$ cat config.mk
export PLATFORM = sky130hd
export DESIGN_NAME = egr_wadj_top
export DESIGN_NICKNAME = d
export VERILOG_FILES = /design/src/logic/egr_wadj_pkg.sv /design/src/logic/wide_beat_if.sv /design/src/logic/narrow_beat_if.sv /design/src/logic/egr_seg_decode.sv /design/src/logic/egr_seg_serialize.sv /design/src/logic/egr_frame_result.sv /design/src/logic/egr_wadj_top.sv
export SDC_FILE = /design/constraint.sdc
export NUM_CORES = 1
export LEC_CHECK = 0
export BUFFER_PORTS_ARGS = -buffer_cell sky130_fd_sc_hd__buf_2
export CORE_AREA = 2 2 304 306
export DETAILED_ROUTE_END_ITERATION = 7
export DIE_AREA = 0 0 306 308
export PLACE_DENSITY_LB_ADDON = 0.3
export SYNTH_ARGS = -nofsm -noshare
export SYNTH_HDL_FRONTEND = slang
export SYNTH_HIERARCHICAL = 1
export SYNTH_SLANG_ARGS = --single-unit
$ cat constraint.sdc
create_clock -name clk -period 21.2 [get_ports clk]
set_input_delay 4.24 -clock clk [delete_from_list [all_inputs] [get_ports clk]]
set_output_delay 4.24 -clock clk [all_outputs]
set_load 0.05 [all_outputs]
$ cat src/logic/egr_wadj_pkg.sv
// shared egress width adjuster types; port and multicast widths are fixed here, not per instance
`default_nettype none

package egr_wadj_pkg;

   // -------------------------------------------------------------------
   // field widths
   // -------------------------------------------------------------------
   localparam int PORT_WIDTH  = 4;
   localparam int MCAST_WIDTH = 16;

   // -------------------------------------------------------------------
   // per-beat side information, 27 bits
   // -------------------------------------------------------------------
   typedef struct packed {
      logic                   sop;
      logic                   eop;
      logic [PORT_WIDTH-1:0]  igr_port;
      logic [PORT_WIDTH-1:0]  egr_port;
      logic [MCAST_WIDTH-1:0] multicast_port;
      logic                   multicast_en;
   } seg_info_t;

   // -------------------------------------------------------------------
   // serializer FSM
   // -------------------------------------------------------------------
   // empty: nothing held, send: held beat still has segments to emit
   typedef enum logic {
      SER_EMPTY = 1'b0,
      SER_SEND  = 1'b1
   } ser_state_t;

endpackage

`default_nettype wire

$ cat src/logic/wide_beat_if.sv
// one decoded ingress beat; EGR_DATA_WIDTH must divide IGR_DATA_WIDTH, both multiples of 8
`timescale 1ns/1ps
`default_nettype none

interface wide_beat_if #(
   parameter int IGR_DATA_WIDTH = 512,
   parameter int EGR_DATA_WIDTH = 128
) ();
   import egr_wadj_pkg::*;

   localparam int SEG_CNT = IGR_DATA_WIDTH / EGR_DATA_WIDTH;

   logic                        valid;
   logic                        ready;
   logic [IGR_DATA_WIDTH-1:0]   data;
   logic [IGR_DATA_WIDTH/8-1:0] keep;
   // one bit per egress segment
   logic [SEG_CNT-1:0]          seg_nonempty;
   logic [SEG_CNT-1:0]          seg_last;
   seg_info_t                   info;

   modport source (output valid, data, keep, seg_nonempty, seg_last, info,
                   input  ready);

   modport sink   (input  valid, data, keep, seg_nonempty, seg_last, info,
                   output ready);

endinterface

`default_nettype wire

$ cat src/logic/narrow_beat_if.sv
// one egress segment with its side info; source holds payload stable until ready
`timescale 1ns/1ps
`default_nettype none

interface narrow_beat_if #(
   parameter int EGR_DATA_WIDTH = 128
) ();
   import egr_wadj_pkg::*;

   logic                        valid;
   logic                        ready;
   logic [EGR_DATA_WIDTH-1:0]   data;
   logic [EGR_DATA_WIDTH/8-1:0] keep;
   // set on the final non-empty segment of an eop beat
   logic                        last;
   seg_info_t                   info;

   // serializer side
   modport source (output valid, data, keep, last, info,
                   input  ready);

   // framing side
   modport sink   (input  valid, data, keep, last, info,
                   output ready);

endinterface

`default_nettype wire

$ cat src/logic/egr_seg_decode.sv
// combinational, zero latency; an eop beat with no keep bits set produces no tlast
`timescale 1ns/1ps
`default_nettype none

module egr_seg_decode #(
   parameter int IGR_DATA_WIDTH = 512,
   parameter int EGR_DATA_WIDTH = 128,
   parameter int BYTE_ROTATE    = 1
) (
   input  var logic                        s_tvalid_i,
   input  var logic [IGR_DATA_WIDTH-1:0]   s_tdata_i,
   input  var logic [IGR_DATA_WIDTH/8-1:0] s_tkeep_i,
   input  var egr_wadj_pkg::seg_info_t     s_info_i,
   output var logic                        s_tready_o,
   wide_beat_if.source                     beat_o
);

   localparam int IGR_KEEP_W = IGR_DATA_WIDTH / 8;
   localparam int SEG_CNT    = IGR_DATA_WIDTH / EGR_DATA_WIDTH;
   localparam int SEG_KEEP_W = IGR_KEEP_W / SEG_CNT;

   logic [IGR_DATA_WIDTH-1:0] data_rot;
   logic [IGR_KEEP_W-1:0]     keep_rot;
   logic [SEG_CNT-1:0]        seg_nonempty;
   logic [SEG_CNT-1:0]        seg_last;

   // -------------------------------------------------------------------
   // byte order, data and keep move together
   // -------------------------------------------------------------------
   always_comb begin
      for (int k = 0; k < IGR_KEEP_W; k++) begin
         if (BYTE_ROTATE != 0) begin
            // msb byte lands in lane 0
            data_rot[8*(IGR_KEEP_W-1-k) +: 8] = s_tdata_i[8*k +: 8];
            keep_rot[IGR_KEEP_W-1-k]          = s_tkeep_i[k];
         end else begin
            data_rot[8*k +: 8] = s_tdata_i[8*k +: 8];
            keep_rot[k]        = s_tkeep_i[k];
         end
      end
   end

   // -------------------------------------------------------------------
   // segment occupancy and last marker
   // -------------------------------------------------------------------
   always_comb begin
      seg_last = '0;
      for (int i = 0; i < SEG_CNT; i++) begin
         seg_nonempty[i] = |keep_rot[i*SEG_KEEP_W +: SEG_KEEP_W];
         // highest non-empty segment wins
         if (seg_nonempty[i]) begin
            seg_last    = '0;
            seg_last[i] = s_info_i.eop;
         end
      end
   end

   assign beat_o.valid        = s_tvalid_i;
   assign beat_o.data         = data_rot;
   assign beat_o.keep         = keep_rot;
   assign beat_o.seg_nonempty = seg_nonempty;
   assign beat_o.seg_last     = seg_last;
   assign beat_o.info         = s_info_i;

   // serializer decides when the wide beat can move
   assign s_tready_o = beat_o.ready;

endmodule

`default_nettype wire

$ cat src/logic/egr_seg_serialize.sv
// holds one wide beat; first segment one cycle after acceptance, empty segments cost nothing
`timescale 1ns/1ps
`default_nettype none

module egr_seg_serialize #(
   parameter int IGR_DATA_WIDTH = 512,
   parameter int EGR_DATA_WIDTH = 128
) (
   input var logic       clk,
   input var logic       rst_reg_posedge,
   wide_beat_if.sink     beat_i,
   narrow_beat_if.source seg_o
);
   import egr_wadj_pkg::*;

   localparam int SEG_CNT    = IGR_DATA_WIDTH / EGR_DATA_WIDTH;
   localparam int IGR_KEEP_W = IGR_DATA_WIDTH / 8;
   localparam int EGR_KEEP_W = EGR_DATA_WIDTH / 8;
   localparam int IDX_W      = (SEG_CNT > 1) ? $clog2(SEG_CNT) : 1;

   ser_state_t                state;
   // segments of the held beat not yet sent
   logic [SEG_CNT-1:0]        pend_q;
   logic [IGR_DATA_WIDTH-1:0] data_q;
   logic [IGR_KEEP_W-1:0]     keep_q;
   logic [SEG_CNT-1:0]        last_q;
   seg_info_t                 info_q;

   logic [IDX_W-1:0]          cur_idx;
   logic [SEG_CNT-1:0]        pend_after;
   logic                      final_seg;
   logic                      seg_done;
   logic                      beat_take;

   // -------------------------------------------------------------------
   // current segment select
   // -------------------------------------------------------------------
   always_comb begin
      cur_idx = '0;
      // lowest pending bit, scan from the top
      for (int i = SEG_CNT - 1; i >= 0; i--) begin
         if (pend_q[i]) begin
            cur_idx = IDX_W'(i);
         end
      end
   end

   assign pend_after = pend_q & ~(SEG_CNT'(1) << cur_idx);
   assign final_seg  = (pend_after == '0);

   assign seg_done  = seg_o.valid && seg_o.ready;
   assign beat_take = beat_i.valid && beat_i.ready;

   // free slot, or the held beat leaves on this edge
   assign beat_i.ready = (state == SER_EMPTY) || (seg_done && final_seg);

   // -------------------------------------------------------------------
   // FSM and pending mask
   // -------------------------------------------------------------------
   always_ff @(posedge clk) begin
      if (rst_reg_posedge) begin
         state  <= SER_EMPTY;
         pend_q <= '0;
      end else if (beat_take) begin
         pend_q <= beat_i.seg_nonempty;
         // an all-empty beat is swallowed here
         state  <= (|beat_i.seg_nonempty) ? SER_SEND : SER_EMPTY;
      end else if (seg_done) begin
         pend_q <= pend_after;
         if (final_seg) begin
            state <= SER_EMPTY;
         end
      end
   end

   // held beat payload
   always_ff @(posedge clk) begin
      if (beat_take) begin
         data_q <= beat_i.data;
         keep_q <= beat_i.keep;
         last_q <= beat_i.seg_last;
         info_q <= beat_i.info;
      end
   end

   // -------------------------------------------------------------------
   // egress segment
   // -------------------------------------------------------------------
   assign seg_o.valid = (state == SER_SEND);
   assign seg_o.data  = data_q[cur_idx*EGR_DATA_WIDTH +: EGR_DATA_WIDTH];
   assign seg_o.keep  = keep_q[cur_idx*EGR_KEEP_W +: EGR_KEEP_W];
   assign seg_o.last  = last_q[cur_idx];
   assign seg_o.info  = info_q;

endmodule

`default_nettype wire

$ cat src/logic/egr_frame_result.sv
// sop is regenerated from tlast history, so the ingress sop field is ignored
`timescale 1ns/1ps
`default_nettype none

module egr_frame_result #(
   parameter int EGR_DATA_WIDTH = 128
) (
   input  var logic                        clk,
   input  var logic                        rst_reg_posedge,
   narrow_beat_if.sink                     seg_i,
   input  var logic                        m_tready_i,
   output var logic                        m_tvalid_o,
   output var logic [EGR_DATA_WIDTH-1:0]   m_tdata_o,
   output var logic [EGR_DATA_WIDTH/8-1:0] m_tkeep_o,
   output var logic                        m_tlast_o,
   output var egr_wadj_pkg::seg_info_t     m_info_o
);
   import egr_wadj_pkg::*;

   logic                   sop_state;
   logic                   seg_xfer;
   // multicast fields of the packet's first segment
   logic [MCAST_WIDTH-1:0] mcast_port_q;
   logic                   mcast_en_q;

   assign seg_i.ready = m_tready_i;
   assign seg_xfer    = seg_i.valid && m_tready_i;

   // -------------------------------------------------------------------
   // packet start tracking
   // -------------------------------------------------------------------
   always_ff @(posedge clk) begin
      if (rst_reg_posedge) begin
         sop_state <= 1'b1;
      end else if (seg_xfer) begin
         // next segment opens a packet only after a tlast
         sop_state <= seg_i.last;
      end
   end

   always_ff @(posedge clk) begin
      if (seg_xfer && sop_state) begin
         mcast_port_q <= seg_i.info.multicast_port;
         mcast_en_q   <= seg_i.info.multicast_en;
      end
   end

   // -------------------------------------------------------------------
   // egress beat
   // -------------------------------------------------------------------
   assign m_tvalid_o = seg_i.valid;
   assign m_tdata_o  = seg_i.data;
   assign m_tkeep_o  = seg_i.keep;
   assign m_tlast_o  = seg_i.last;

   always_comb begin
      m_info_o.sop      = sop_state;
      m_info_o.eop      = seg_i.last;
      m_info_o.igr_port = seg_i.info.igr_port;
      m_info_o.egr_port = seg_i.info.egr_port;
      // later wide beats may carry stale multicast values
      m_info_o.multicast_port = sop_state ? seg_i.info.multicast_port : mcast_port_q;
      m_info_o.multicast_en   = sop_state ? seg_i.info.multicast_en : mcast_en_q;
   end

endmodule

`default_nettype wire

$ cat src/logic/egr_wadj_top.sv
// 1 cycle ingress to egress latency; EGR_DATA_WIDTH must divide IGR_DATA_WIDTH
`timescale 1ns/1ps
`default_nettype none

module egr_wadj_top #(
   parameter int IGR_DATA_WIDTH = 512,
   parameter int EGR_DATA_WIDTH = 128,
   parameter int BYTE_ROTATE    = 1
) (
   input  var logic                                 clk,
   input  var logic                                 rst_reg_posedge,
   // ingress
   input  var logic                                 s_tvalid_i,
   input  var logic [IGR_DATA_WIDTH-1:0]            s_tdata_i,
   input  var logic [IGR_DATA_WIDTH/8-1:0]          s_tkeep_i,
   input  var logic                                 s_eop_i,
   input  var logic [egr_wadj_pkg::PORT_WIDTH-1:0]  s_igr_port_i,
   input  var logic [egr_wadj_pkg::PORT_WIDTH-1:0]  s_egr_port_i,
   input  var logic [egr_wadj_pkg::MCAST_WIDTH-1:0] s_mcast_port_i,
   input  var logic                                 s_mcast_en_i,
   output var logic                                 s_tready_o,
   // egress
   output var logic                                 m_tvalid_o,
   output var logic [EGR_DATA_WIDTH-1:0]            m_tdata_o,
   output var logic [EGR_DATA_WIDTH/8-1:0]          m_tkeep_o,
   output var logic                                 m_tlast_o,
   output var logic                                 m_sop_o,
   output var logic [egr_wadj_pkg::PORT_WIDTH-1:0]  m_igr_port_o,
   output var logic [egr_wadj_pkg::PORT_WIDTH-1:0]  m_egr_port_o,
   output var logic [egr_wadj_pkg::MCAST_WIDTH-1:0] m_mcast_port_o,
   output var logic                                 m_mcast_en_o,
   input  var logic                                 m_tready_i
);
   import egr_wadj_pkg::*;

   seg_info_t s_info;
   seg_info_t m_info;

   wide_beat_if #(
      .IGR_DATA_WIDTH (IGR_DATA_WIDTH),
      .EGR_DATA_WIDTH (EGR_DATA_WIDTH)
   ) wide_beat ();

   narrow_beat_if #(
      .EGR_DATA_WIDTH (EGR_DATA_WIDTH)
   ) narrow_beat ();

   // -------------------------------------------------------------------
   // side info packing
   // -------------------------------------------------------------------
   always_comb begin
      // egress sop comes from the framing stage
      s_info.sop            = 1'b0;
      s_info.eop            = s_eop_i;
      s_info.igr_port       = s_igr_port_i;
      s_info.egr_port       = s_egr_port_i;
      s_info.multicast_port = s_mcast_port_i;
      s_info.multicast_en   = s_mcast_en_i;
   end

   assign m_sop_o        = m_info.sop;
   assign m_igr_port_o   = m_info.igr_port;
   assign m_egr_port_o   = m_info.egr_port;
   assign m_mcast_port_o = m_info.multicast_port;
   assign m_mcast_en_o   = m_info.multicast_en;

   // -------------------------------------------------------------------
   // decode, serialize, framing
   // -------------------------------------------------------------------
   egr_seg_decode #(
      .IGR_DATA_WIDTH (IGR_DATA_WIDTH),
      .EGR_DATA_WIDTH (EGR_DATA_WIDTH),
      .BYTE_ROTATE    (BYTE_ROTATE)
   ) egr_seg_decode_inst (
      .s_tvalid_i (s_tvalid_i),
      .s_tdata_i  (s_tdata_i),
      .s_tkeep_i  (s_tkeep_i),
      .s_info_i   (s_info),
      .s_tready_o (s_tready_o),
      .beat_o     (wide_beat.source)
   );

   egr_seg_serialize #(
      .IGR_DATA_WIDTH (IGR_DATA_WIDTH),
      .EGR_DATA_WIDTH (EGR_DATA_WIDTH)
   ) egr_seg_serialize_inst (
      .clk             (clk),
      .rst_reg_posedge (rst_reg_posedge),
      .beat_i          (wide_beat.sink),
      .seg_o           (narrow_beat.source)
   );

   egr_frame_result #(
      .EGR_DATA_WIDTH (EGR_DATA_WIDTH)
   ) egr_frame_result_inst (
      .clk             (clk),
      .rst_reg_posedge (rst_reg_posedge),
      .seg_i           (narrow_beat.sink),
      .m_tready_i      (m_tready_i),
      .m_tvalid_o      (m_tvalid_o),
      .m_tdata_o       (m_tdata_o),
      .m_tkeep_o       (m_tkeep_o),
      .m_tlast_o       (m_tlast_o),
      .m_info_o        (m_info)
   );

endmodule

`default_nettype wire

==> impl_metrics.yaml <==
clock_tree:
  clk_path_buf_depth: 3
  post_cts.repair.setup_buffers: 0
  root_buffer: "clkbuf_16"
  htreeDepth: 3
  clk_latency_ns: 0.60
  cts_tree: "yes"
  hold_buffers: 0
  cts_resized: 0
  clkTransAtPathRegs_ns: 0.05
  clock-sinks: 628
  cts_inserted_buffers: 73
placed_design:
  io_buffers: 778
  place_congestion: 0.850
  dp_hpwl_um: 53300
  post-place-ws_ns: 11.37
  post-place-cells: 3122
final_layout:
  areaGrowthSynthToFinish_pct: 5.99
  mostFrequentLayoutCell: "buf_2"
  mostFrequentLayoutCells: "buf_2, edfxtp_1, a22oi_1"
  stdcell_count: 3267
  final_util: 0.332
  final_nets: 2617
  drive_above_1_share: 0.448
  fillCellCount: 8909
sta:
  worst_clock_skew_ns: 0.0122
  rsz0062_at_grt: "false"
  worst_pin_slew_ns: 1.15
  worst_slack_ns: 11.57
  fin_crit_sh: 0.454
  finalCriticalPeriod_ns: 9.63
  max_slew_margin: 0.231
  slew_viol_final: 0
  max_freq_mhz: 104
  setup_tns_ns: 0
  hold_viol_final: 0
  setup_viol: 0
die:
  die_x_um: 306
  die_h_um: 308
  core_area_um2: 91000
  die_area_um2: 94200
  start_util: 0.313
  num_rows: 111
  ios: 779
min_path:
  hp-class: "flop to flop"
power_and_ir_drop:
  seqPwrFrac: 0.462
  clockPowerShare: 0.367
  p_leak_nw: 11.4
  power_density_nw_per_um2: 108
  p_comb_frac: 0.170
  p_sw_frac: 0.287
  p_switching_w: 0.000934
  ir_drop_mv: 0.0759
  cellInternalPower_w: 0.00231
setup_path:
  cp-start-kind: "primary input"
  path_max_fanout: 10
  endpoint_kind: "output pin"
  cp.arrival_ns: 5.39
  critPathKind: "primary input to output pin"
  worst-endpoint-required_ns: 16.96
routing:
  drc: 0
  vias_per_cell: 4.59
  firstDrtPassIters: 5
  drt-total-wl_um: 75000
  drt_iter0_markers: 1308
  detail_route.wl_per_cell_um: 22.9
  vias: 15000
  postRouteAntennaNets: 0
global_routing:
  track_usage: 0.152
  grt_pass1_wl_um: 104000
  overflow: 0
  grt_antenna_before_repair: 34
  grt_pass1_vias: 15500
  grt_max_degree: 84
status:
  run_status: "finished, final reports clean"
synthesis:
  syn_area_um2: 28500
  syn_nets: 2588
  synth_cells: 1982
  syn_avg_cell_area_um2: 14.4
  yosys_warnings: 6
flow_run:
  maxCapViolCount: 0
worst paths after layout:
kind                            slack (ns)                                     end  depth (start not counted)                             startpoint
worst max register to register       14.16      egr_seg_serialize_inst/data_q[285]                          9       egr_seg_serialize_inst/pend_q[0]
worst max-delay path                 11.57                              s_tready_o                          4                             m_tready_i
worst min-delay path                  0.45  egr_frame_result_inst/mcast_port_q[11]                          0  egr_seg_serialize_inst/seg_o.info[12]
worst min register to register        0.45  egr_frame_result_inst/mcast_port_q[11]                          0  egr_seg_serialize_inst/seg_o.info[12]
through the flow:
stage,hold WS (ns),power (W),instance area (um^2)
after global routing,0.455,0.00337,30200
final,0.447,0.00325,30200
after floorplan,0.420,0.00209,28500
after detailed placement,0.433,0.00209,27900
after global placement,0.426,0.00208,27900
after CTS,0.447,0.00329,30200
power groups by stage:
stage	sequential, W	combinational (W)	clock [W]
final	0.00150	0.000554	0.00119
after floorplan	0.00157	0.000526	0
after CTS	0.00150	0.000562	0.00123
after global placement	0.00152	0.000557	0
after global routing	0.00151	0.000586	0.00127
after detailed placement	0.00153	0.000561	0
layer usage:
metal,global-route usage,vias up,wire length [um]
met5,0,-,118
met4,0.0560,20,2100
met3,0.0568,127,6610
met2,0.254,684,37400
met1,0.177,7454,28700
li1,-,6712,-
worst max-delay path: stages:
cell and delay, ns:
buf_2 0.18, or4b_4 0.49, o311ai_4 0.12, buf_2 0.35
state kept, by name, summed over array words and instances (netlist names):
| signal | cells |
|---|---|
| egr_frame_result_inst/mcast_en_q | 1 |
| egr_frame_result_inst/mcast_port_q | 16 |
| egr_frame_result_inst/sop_state | 1 |
| egr_seg_serialize_inst/data_q | 512 |
| egr_seg_serialize_inst/keep_q | 64 |
| egr_seg_serialize_inst/last_q | 4 |
| egr_seg_serialize_inst/pend_q | 4 |
| egr_seg_serialize_inst/seg_o.info | 25 |
| egr_seg_serialize_inst/seg_o.valid | 1 |
final cells by class:
class	instances	area [um^2]	area share
timing repair buffer	797	4040	0.134
tap	1186	1480	0.0491
sequential	628	18800	0.623
clock buffer	95	1990	0.0660
inverter	3	11.3	0.000373
antenna	19	47.5	0.00157
multi-input combinational	508	3570	0.118
clock inverter	31	251	0.00833
No activity file was read; power rests on OpenSTA's default activity.
